File: config.mk
export PLATFORM = sky130hd
export DESIGN_NAME = execute_stage
export DESIGN_NICKNAME = d
export VERILOG_FILES = /design/src/exec_pkg.sv /design/src/alu_branch.sv /design/src/div_unit.sv /design/src/execute_stage.sv
export VERILOG_INCLUDE_DIRS = /design/src /design/src/src
export SDC_FILE = /design/constraint.sdc
export NUM_CORES = 2
export LEC_CHECK = 0
export ABC_AREA = 1
export BUFFER_PORTS_ARGS = -buffer_cell sky130_fd_sc_hd__buf_2
export CAP_MARGIN = 20
export CORE_MARGIN = 4
export CORE_UTILIZATION = 60
export CTS_CLUSTER_SIZE = 25
export DETAILED_ROUTE_END_ITERATION = 10
export HOLD_SLACK_MARGIN = 0.15
export PLACE_DENSITY_LB_ADDON = 0.12
export SYNTH_ARGS = -nofsm -noshare
export SYNTH_HDL_FRONTEND = slang
export SYNTH_SLANG_ARGS = --single-unit
File: constraint.sdc
create_clock -name clk -period 12.38 [get_ports clk]
set_clock_uncertainty 0.2 [all_clocks]
set_input_delay 1.238 -clock clk [delete_from_list [all_inputs] [get_ports clk]]
set_output_delay 1.238 -clock clk [all_outputs]
set_load 0.02 [all_outputs]
File: src/exec_defs.svh
`ifndef EXEC_DEFS_SVH
`define EXEC_DEFS_SVH

// data path width
`define XLEN 32

// divider steps with one quotient bit each
`define DIV_STEPS `XLEN

`endif

File: src/exec_pkg.sv
`default_nettype none

`include "exec_defs.svh"

package exec_pkg;

    typedef enum logic [4:0] {
        FUN_X,
        ADD,
        SUB,
        AND,
        OR,
        XOR,
        SLL,
        SRL,
        SRA,
        SLT,
        SLTU,
        JALR,
        COPY1,
        BEQ,
        BNE,
        BLT,
        BGE,
        BLTU,
        BGEU,
        DIV,
        DIVU,
        REM,
        REMU
    } exec_fun_t;

    // byte enables of a store
    typedef logic [3:0] mem_wen_t;
    typedef logic [3:0] wb_sel_t;
    typedef logic [2:0] csr_cmd_t;

    typedef logic [`XLEN-1:0] word_t;

    typedef struct packed {
        logic      valid;
        word_t     pc;
        exec_fun_t fun;
        word_t     op1;
        word_t     op2;
        word_t     rs2;
        word_t     imm_i;
        word_t     imm_b;
        mem_wen_t  mem_wen;
        logic      rf_wen;
        wb_sel_t   wb_sel;
        logic [4:0] wb_addr;
        csr_cmd_t  csr_cmd;
        logic      jmp;
    } ex_in_t;

    typedef struct packed {
        logic      valid;
        word_t     alu_out;
        logic      br_taken;
        word_t     br_target;
        word_t     pc;
        word_t     op1;
        word_t     rs2;
        word_t     imm_i;
        mem_wen_t  mem_wen;
        logic      rf_wen;
        wb_sel_t   wb_sel;
        logic [4:0] wb_addr;
        csr_cmd_t  csr_cmd;
        logic      jmp;
    } ex_out_t;

    typedef struct packed {
        word_t alu_out;
        logic  br_taken;
        word_t br_target;
    } alu_res_t;

    function automatic logic is_div_fun(input exec_fun_t fun);
        return fun inside {DIV, DIVU, REM, REMU};
    endfunction

endpackage

`default_nettype wire

File: src/alu_branch.sv
`timescale 1ns/1ps
`default_nettype none

`include "exec_defs.svh"

module alu_branch (
    input  exec_pkg::exec_fun_t fun,
    input  logic [`XLEN-1:0]    op1,
    input  logic [`XLEN-1:0]    op2,
    input  logic [`XLEN-1:0]    pc,
    input  logic [`XLEN-1:0]    imm_b,
    output exec_pkg::alu_res_t  res
);
    import exec_pkg::*;

    logic [4:0]       shamt;
    logic             eq;
    logic             lt_s;
    logic             lt_u;
    logic [`XLEN-1:0] sum;

    assign shamt = op2[4:0];
    assign eq    = op1 == op2;
    assign lt_s  = $signed(op1) < $signed(op2);
    assign lt_u  = op1 < op2;
    assign sum   = op1 + op2;

    always_comb begin
        res.alu_out   = '0;
        res.br_taken  = 1'b0;
        res.br_target = pc + imm_b;

        case (fun)
            ADD:   res.alu_out = sum;
            SUB:   res.alu_out = op1 - op2;
            AND:   res.alu_out = op1 & op2;
            OR:    res.alu_out = op1 | op2;
            XOR:   res.alu_out = op1 ^ op2;
            SLL:   res.alu_out = op1 << shamt;
            SRL:   res.alu_out = op1 >> shamt;
            SRA:   res.alu_out = $unsigned($signed(op1) >>> shamt);
            SLT:   res.alu_out = {{(`XLEN-1){1'b0}}, lt_s};
            SLTU:  res.alu_out = {{(`XLEN-1){1'b0}}, lt_u};
            // jump target with the low bit forced to zero
            JALR:  res.alu_out = {sum[`XLEN-1:1], 1'b0};
            COPY1: res.alu_out = op1;
            default: res.alu_out = '0;
        endcase

        case (fun)
            BEQ:     res.br_taken = eq;
            BNE:     res.br_taken = !eq;
            BLT:     res.br_taken = lt_s;
            BGE:     res.br_taken = !lt_s;
            BLTU:    res.br_taken = lt_u;
            BGEU:    res.br_taken = !lt_u;
            default: res.br_taken = 1'b0;
        endcase
    end

endmodule

`default_nettype wire

File: src/div_unit.sv
`timescale 1ns/1ps
`default_nettype none

`include "exec_defs.svh"

module div_unit (
    input  logic             clk,
    input  logic             rst,
    input  logic             start,
    input  logic             is_signed,
    input  logic             abort,
    input  logic [`XLEN-1:0] dividend,
    input  logic [`XLEN-1:0] divisor,
    output logic             done,
    output logic [`XLEN-1:0] quotient,
    output logic [`XLEN-1:0] remainder
);

    localparam int CNT_W = $clog2(`DIV_STEPS + 1);

    logic             running;
    logic [CNT_W-1:0] cnt;
    logic [`XLEN-1:0] quo;
    logic [`XLEN-1:0] rem;
    logic [`XLEN-1:0] dvs;
    logic             neg_q;
    logic             neg_r;
    logic [`XLEN-1:0] dividend_mag;
    logic [`XLEN-1:0] divisor_mag;
    logic [`XLEN:0]   shifted;
    logic [`XLEN:0]   trial;

    // divide magnitudes and restore the signs at the end
    assign dividend_mag = (is_signed && dividend[`XLEN-1]) ? -dividend : dividend;
    assign divisor_mag  = (is_signed && divisor[`XLEN-1]) ? -divisor : divisor;

    // partial remainder shifted by one with the next dividend bit
    assign shifted = {rem, quo[`XLEN-1]};
    assign trial   = shifted - {1'b0, dvs};

    always_ff @(posedge clk) begin
        if (rst || abort) begin
            running <= 1'b0;
            done    <= 1'b0;
            cnt     <= '0;
        end else begin
            done <= 1'b0;
            if (running) begin
                if (cnt == '0) begin
                    running <= 1'b0;
                    done    <= 1'b1;
                end else begin
                    cnt <= cnt - 1'b1;
                end
            end else if (start) begin
                running <= 1'b1;
                cnt     <= CNT_W'(`DIV_STEPS);
            end
        end
    end

    always_ff @(posedge clk) begin
        if (start && !running) begin
            quo   <= dividend_mag;
            rem   <= '0;
            dvs   <= divisor_mag;
            neg_q <= is_signed && (dividend[`XLEN-1] ^ divisor[`XLEN-1]);
            neg_r <= is_signed && dividend[`XLEN-1];
        end else if (running && cnt != '0) begin
            // restore when the trial subtraction goes negative
            rem <= trial[`XLEN] ? shifted[`XLEN-1:0] : trial[`XLEN-1:0];
            quo <= {quo[`XLEN-2:0], ~trial[`XLEN]};
        end
    end

    // remainder takes the sign of the dividend
    always_ff @(posedge clk) begin
        if (running && cnt == '0) begin
            quotient  <= neg_q ? -quo : quo;
            remainder <= neg_r ? -rem : rem;
        end
    end

endmodule

`default_nettype wire

File: src/execute_stage.sv
`timescale 1ns/1ps
`default_nettype none

`include "exec_defs.svh"

module execute_stage (
    input  logic              clk,
    input  logic              rst,
    input  logic              stall_in,
    input  logic              flush,
    input  exec_pkg::ex_in_t  in,
    output exec_pkg::ex_out_t out,
    output logic              busy
);
    import exec_pkg::*;

    ex_in_t           saved;
    ex_in_t           cur;
    alu_res_t         alu_res;
    ex_out_t          next_out;
    logic             div_op;
    logic             div_rem;
    logic             div_signed;
    logic             div_start;
    logic             div_done;
    logic             hold_div;
    logic             hold_out;
    logic [`XLEN-1:0] div_quo;
    logic [`XLEN-1:0] div_remainder;
    logic [`XLEN-1:0] div_value;

    // replay copy while stalled or while a divide runs
    assign cur = (stall_in || busy) ? saved : in;

    assign div_op     = cur.valid && is_div_fun(cur.fun);
    assign div_rem    = cur.fun inside {REM, REMU};
    assign div_signed = cur.fun inside {DIV, REM};

    // a finished divide replayed under stall keeps its result
    assign hold_out  = stall_in && hold_div && !flush;
    assign div_start = div_op && cur.op2 != '0 && !busy && !hold_out && !flush;

    alu_branch alu_branch_i (
        .fun   (cur.fun),
        .op1   (cur.op1),
        .op2   (cur.op2),
        .pc    (cur.pc),
        .imm_b (cur.imm_b),
        .res   (alu_res)
    );

    div_unit div_unit_i (
        .clk       (clk),
        .rst       (rst),
        .start     (div_start),
        .is_signed (div_signed),
        .abort     (flush),
        .dividend  (cur.op1),
        .divisor   (cur.op2),
        .done      (div_done),
        .quotient  (div_quo),
        .remainder (div_remainder)
    );

    // zero divisor resolves here without the divider
    always_comb begin
        if (div_done) begin
            div_value = div_rem ? div_remainder : div_quo;
        end else begin
            div_value = div_rem ? cur.op1 : '1;
        end
    end

    always_comb begin
        next_out.valid     = cur.valid;
        next_out.alu_out   = is_div_fun(cur.fun) ? div_value : alu_res.alu_out;
        next_out.br_taken  = alu_res.br_taken;
        next_out.br_target = alu_res.br_target;
        next_out.pc        = cur.pc;
        next_out.op1       = cur.op1;
        next_out.rs2       = cur.rs2;
        next_out.imm_i     = cur.imm_i;
        next_out.mem_wen   = cur.mem_wen;
        next_out.rf_wen    = cur.rf_wen;
        next_out.wb_sel    = cur.wb_sel;
        next_out.wb_addr   = cur.wb_addr;
        next_out.csr_cmd   = cur.csr_cmd;
        next_out.jmp       = cur.jmp;

        // nothing valid until the quotient is back
        if (div_start || (busy && !div_done)) begin
            next_out.valid = 1'b0;
        end

        if (flush) begin
            next_out.valid    = 1'b0;
            next_out.br_taken = 1'b0;
            next_out.rf_wen   = 1'b0;
            next_out.mem_wen  = '0;
            next_out.jmp      = 1'b0;
        end
    end

    always_ff @(posedge clk) begin
        if (rst) begin
            out.valid    <= 1'b0;
            out.br_taken <= 1'b0;
            out.rf_wen   <= 1'b0;
            out.mem_wen  <= '0;
            out.jmp      <= 1'b0;
        end else if (!hold_out) begin
            out <= next_out;
        end
    end

    always_ff @(posedge clk) begin
        if (rst || flush) begin
            busy     <= 1'b0;
            hold_div <= 1'b0;
        end else begin
            if (div_start) begin
                busy <= 1'b1;
            end else if (div_done) begin
                busy <= 1'b0;
            end

            if (div_done) begin
                hold_div <= 1'b1;
            end else if (!stall_in) begin
                hold_div <= 1'b0;
            end
        end
    end

    always_ff @(posedge clk) begin
        if (rst) begin
            saved.valid <= 1'b0;
            saved.fun   <= FUN_X;
        end else begin
            saved <= cur;
            // killed instruction becomes a bubble
            if (flush) begin
                saved.valid <= 1'b0;
                saved.fun   <= FUN_X;
            end
        end
    end

endmodule

`default_nettype wire

# Yosys cells after proc, flatten, opt, wreduce, memory -nomap -nowiden
# Cells that the tools add are included.
# classes
n_shift	3
n_bitwise	8
n_lt_le_gt_ge	2
n_addsub	9
reduce_logical	38
mux	30
eq_ne	25
n_div	0
multipliers	0
# op_table
operator	count
$pmux W32 S12	1
$mux W32	11
$mux W216	1
$neg A32 Y32	4
$add A32 B32 Y32	2
$lt A32 B32 Y1	2
$eq A5 B4 Y1 const B	8
$eq A5 B5 Y1 const B	7
$sub A33 B32 Y33	1
$and A32 B32 Y32	1
$eq A32 B32 Y1	1
$or A32 B32 Y32	1
$reduce_bool A32 Y1	1
$shl A32 B5 Y32	1
$shr A32 B5 Y32	1
$sshr A32 B5 Y32	1
$sub A32 B32 Y32	1
$xor A32 B32 Y32	1
$eq A5 B3 Y1 const B	4
$mux W6	3
$logic_and A1 B1 Y1	14
$mux W1	12
$eq A5 B2 Y1 const B	2
$reduce_bool A2 Y1	5
other kinds (15)	29
# word_totals
mem_count	0
mem_bits_ro	0
elab_cells	155
latch_bits	0
output_inout_bits	213
ff_bits	600
input_bits	220
mem_bits_rw	0

# Logic depth before layout (Yosys ltp)
# logic_depth
depth_word	12
mapped_depth	29
ltp_nobuf	23

# Hierarchy
# Synthesis repeated with hierarchy kept, for this count alone.
# hier_totals
hier_cells	5720
hier_area_um2	41396.0
# modules_own_cells
module	seq_area_each_um2	instances	area_each_um2	cells_per_inst
execute_stage	12752.2	1	17154.0	1510
alu_branch	0.0	1	12233.0	2514
div_unit	4704.5	1	12009.0	1696

# Least setup slack after synthesis
# OpenSTA, ideal clock, no wires.
# synth_path
path_type	in2reg
start	input rst
end	register out[100] (netlist name) (enable)
arrival_time_ns	9.919
required_ns	11.408
n_path_buf	1
path_stages	2
setup_ns	0.772
slack_ns	1.489
path_cell_list	clkbuf_1 -> nor2_1
# synth_between
elab_chain_cells	2
# synth_rtl
item	line	rtl
start: declaration	execute_stage.sv:8	input logic rst,
$not A1 Y1 (no source line)	-	
$reduce_and A2 Y1 (no source line)	-	
end signal: assignment	execute_stage.sv:112	out <= next_out;
end: declaration	execute_stage.sv:12	output exec_pkg::ex_out_t out,
# No other way between the ends.
# A chain may end at the register's enable or synchronous reset.

# Worst setup path in the final report
# layout_path
start	input stall_in
end	register div_unit_i.cnt[2]
# layout_between
elab_chain_cells	11
elab_cells_between_ends	18
classes_between	eq/ne (4); mux (1); reduce/logical (13)
# layout_rtl
item	line	rtl
start: declaration	execute_stage.sv:9	input logic stall_in,
$logic_or A1 B1 Y1	execute_stage.sv:33	assign cur = (stall_in || busy) ? saved : in;
$mux W216	execute_stage.sv:33	
$eq A5 B5 Y1	exec_pkg.sv:81	return fun inside {DIV, DIVU, REM, REMU};
$reduce_bool A4 Y1	exec_pkg.sv:81	
$logic_and A1 B1 Y1	execute_stage.sv:35	assign div_op = cur.valid && is_div_fun(cur.fun);
$logic_and A1 B1 Y1 (2 in a row)	execute_stage.sv:41	assign div_start = div_op && cur.op2 != '0 && !busy && !hold_out && !flush;
$logic_and A1 B1 Y1 * (2 in a row)	execute_stage.sv:41	
$reduce_bool A2 Y1 (no source line) *	-	
$reduce_and A2 Y1 (no source line) *	-	
end signal: assignment	div_unit.sv:53	cnt <= cnt - 1'b1;
end signal: assignment	div_unit.sv:57	cnt <= CNT_W'(`DIV_STEPS);
end: declaration	div_unit.sv:22	logic [CNT_W-1:0] cnt;
# Every way passes the cells marked *; elsewhere a longest branch is shown, timed or not.

==> run metrics <==
final HPWL from detailed placement 104000 µm; Top FF cell, synth edfxtp_1; Initial Util 60.7%; vias post-DR 36200; CORE AREA 63200 µm²; Post-Route WL 138000 µm; Initial DRC Count 5269; CP max FO 149; #FFs+latches synth 600; share of the synthesized area in the top cell type 42.6%; final hold vios 0; filler cell count in the final layout 5241; max_cap viols 0; RR Startpoint busy; cell type with the largest total area after synthesis edfxtp_1; asr flop ratio synth 0%; share of cells above drive strength 1 14.4%; clock sink count 600; hold path startpoint div_unit_i.cnt[0]; CTS Buf Count 61; Hold WC Path Type flop to flop; cell with the most instances after synthesis nand2_1; Setup CP Type primary input to flop; crit end category flop; die width 261 µm; Critical Path RT 12.75 ns; Post-synth EDFFs 544; PwrDens 144 nW/µm²; I/O Buffers 432; initial antenna violation count 9; GRT Overall Usage 39.2%; post-synth net total 5111; TNS Setup 0 ns; Ports 433; warnings from Yosys 0; non-filler cells, final 5996; leak pwr 0.0191 µW; unrepaired setup endpoints after global routing false; Max Freq 171 MHz; global-route wire length before repair 203000 µm; Tcrit/Tclk final 47.2%; vias in the first global route 33900; clk buf depth 3; R2R Path End div_unit_i.cnt[2]; crit start category primary input; Via density 6.04; peak supply drop 0.132 mV; TritonCTS clock tree yes; sequential element share of the synthesized area 45.5%; R2R cell count 17; Netlist cell types 63; DRT Pass-1 Iters 9; FF-to-FF setup slack 6.73 ns; Post-Synthesis Mean Instance Area 8.09 µm²; largest net degree at the start of global routing 150; Setup Buffers After CTS 0; synth-to-layout area growth 12.8%; placed instance count 5868; clock-pin slew on the worst setup and hold paths 0.06 ns; Max-slew headroom 19.1%; Die ar. 68000 µm²; post-cts resize count 0; largest cells by area after synthesis edfxtp_1 43%, nand2_1 14%, ha_1 5.0%, inv_1 4.6%, nor2_1 3.5%; total power 6220 µW; Least-Margin Pin Slew 1.20 ns; Final Max Tran Viols 0; Clock Latency Late Sink 0.66 ns; WHS Path Cells 1; row cnt 92; post-layout min period 5.84 ns; gr ovfl total 0; CTS Root Cell clkbuf_16; endpoints failing setup 0; die height 261 µm; post-layout util 68.5%; H-Tree Depth 2; Syn Std Cell Area 38300 µm²; hold buffers post-CTS 0; Fin Hold WS 0.264 ns; Residual DRC 0; GPL Wtd Cong 1.13; multi-input logic area 18200 µm²; worst-case hold path end point div_unit_i.cnt[0]; synth cell count leaders 1424 x nand2_1, 544 x edfxtp_1, 473 x inv_1; Mapped Cells 4737; DRT antenna net count 0; Storage cell area 17500 µm²; Avg WL per Cell 23.0 µm; Final #Nets 5462; WP data arrival 6.21 ns; status finished, final reports clean
cells in the final DEF (no fill, tap or decap), types with 11 or more instances in the layout:
| master | synthesis | layout |
|---|---|---|
| nor4_1 | 12 | 12 |
| o211ai_1 | 39 | 39 |
| dfxtp_1 | 56 | 55 |
| a221oi_1 | 14 | 14 |
| inv_1 | 473 | 471 |
| o22ai_1 | 34 | 34 |
| o21ai_2 | 41 | 41 |
| o21a_1 | 17 | 17 |
| nor2_1 | 362 | 360 |
| nor3_1 | 46 | 46 |
| mux2i_1 | 14 | 14 |
| clkbuf_16 | 0 | 66 |
| xor2_1 | 147 | 147 |
| buf_2 | 29 | 432 |
| o21bai_1 | 17 | 17 |
| ha_1 | 152 | 152 |
| nand4_1 | 63 | 63 |
| o2111ai_1 | 14 | 14 |
| o21ai_1 | 83 | 80 |
| nand2_2 | 28 | 29 |
| clkinv_1 | 3 | 11 |
| o311ai_0 | 35 | 35 |
| nand3_1 | 226 | 225 |
| nand2_1 | 1424 | 1423 |
| inv_2 | 21 | 21 |
| xnor2_1 | 35 | 35 |
| or2_2 | 24 | 24 |
| a21oi_1 | 241 | 241 |
| o21ai_0 | 268 | 267 |
| a31oi_1 | 16 | 16 |
| edfxtp_1 | 544 | 544 |
| clkinv_2 | 0 | 13 |
| buf_4 | 8 | 39 |
layer usage:
| layer | vias up | routed length [µm] | GRT usage [%] |
|---|---|---|---|
| li1 | 16700 | - | - |
| met1 | 16800 | 52300 | 51.8 |
| met2 | 2341 | 60000 | 59.9 |
| met3 | 422 | 15400 | 7.28 |
| met4 | 0 | 10500 | 24.5 |
| met5 | - | 0 | 0 |
logic make-up (layout without fill, tap and decap cells):
family	Yosys count	after routing	share of synthesized area, %
other	0	10	0
buffers and inverters	684	1087	7.23
adder cells (fa/ha/maj)	154	154	5.06
flip-flops	600	600	45.5
AO/OA/AOI/OAI	872	872	13.5
XOR/XNOR	182	182	4.16
AND/OR/NAND/NOR	2231	2231	24.2
multiplexers	14	14	0.365
through the flow:
step	instance area (µm²)	setup WS (ns)
after floorplan	38300	1.49
after global placement	41100	6.14
after detailed placement	41100	6.03
after CTS	43200	6.69
after global routing	43300	6.18
final	43300	6.54
final cells by class:
type                            count  area share [%]
Inverter                          498            4.34
Clock inverter                     37           0.931
Clock buffer                       78            4.04
Multi-Input combinational cell   3453            42.0
Tap cell                          846            2.45
Timing Repair Buffer              474            5.79
Sequential cell                   600            40.3
Antenna cell                       10          0.0578
worst max-delay path: stages:
cell and delay [ns]:
buf_2 0.15, nor2_4 0.11, buf_12 0.58, nand2_1 0.20, o21ai_4 0.09, buf_4 0.58
nand2_4 0.14, nor2_4 0.13, nand2_1 0.13, nor2_4 0.15, nand4_2 0.11, nor2_2 0.34
a21oi_2 0.12, nand2_2 0.66, nand2_4 0.65, inv_2 0.42, nand2_1 0.11, a21oi_2 0.13
where the power goes:
group | switching, µW | total [µW] | leakage (µW) | internal, µW
registers | 88.8 | 2510 | 0.00573 | 2420
logic | 1250 | 1760 | 0.0123 | 511
clock network | 829 | 1960 | 0.00104 | 1130
sequential cells by signal (all words and copies together) (netlist names):
| name | count |
|---|---|
| saved | 216 |
| out | 212 |
| div_unit_i.dvs | 32 |
| div_unit_i.quo | 32 |
| div_unit_i.quotient | 32 |
| div_unit_i.rem | 32 |
| div_unit_i.remainder | 32 |
| div_unit_i.cnt | 6 |
| busy | 1 |
| div_unit_i.done | 1 |
| div_unit_i.neg_q | 1 |
| div_unit_i.neg_r | 1 |
| div_unit_i.running | 1 |
| hold_div | 1 |
worst max-delay path by stage:
stage          slack, ns  startpoint  cells past startpoint                 to
6_report            6.54    stall_in                     18  div_unit_i.cnt[2]
5_1_grt             6.18    stall_in                     18  div_unit_i.cnt[4]
4_1_cts             6.69    stall_in                     18  div_unit_i.cnt[2]
3_5_place_dp        6.03    stall_in                     18  div_unit_i.cnt[2]
3_3_place_gp        6.14    stall_in                     18  div_unit_i.cnt[2]
2_1_floorplan       1.49         rst                      2           out[100]
No activity file was read; power rests on OpenSTA's default activity.
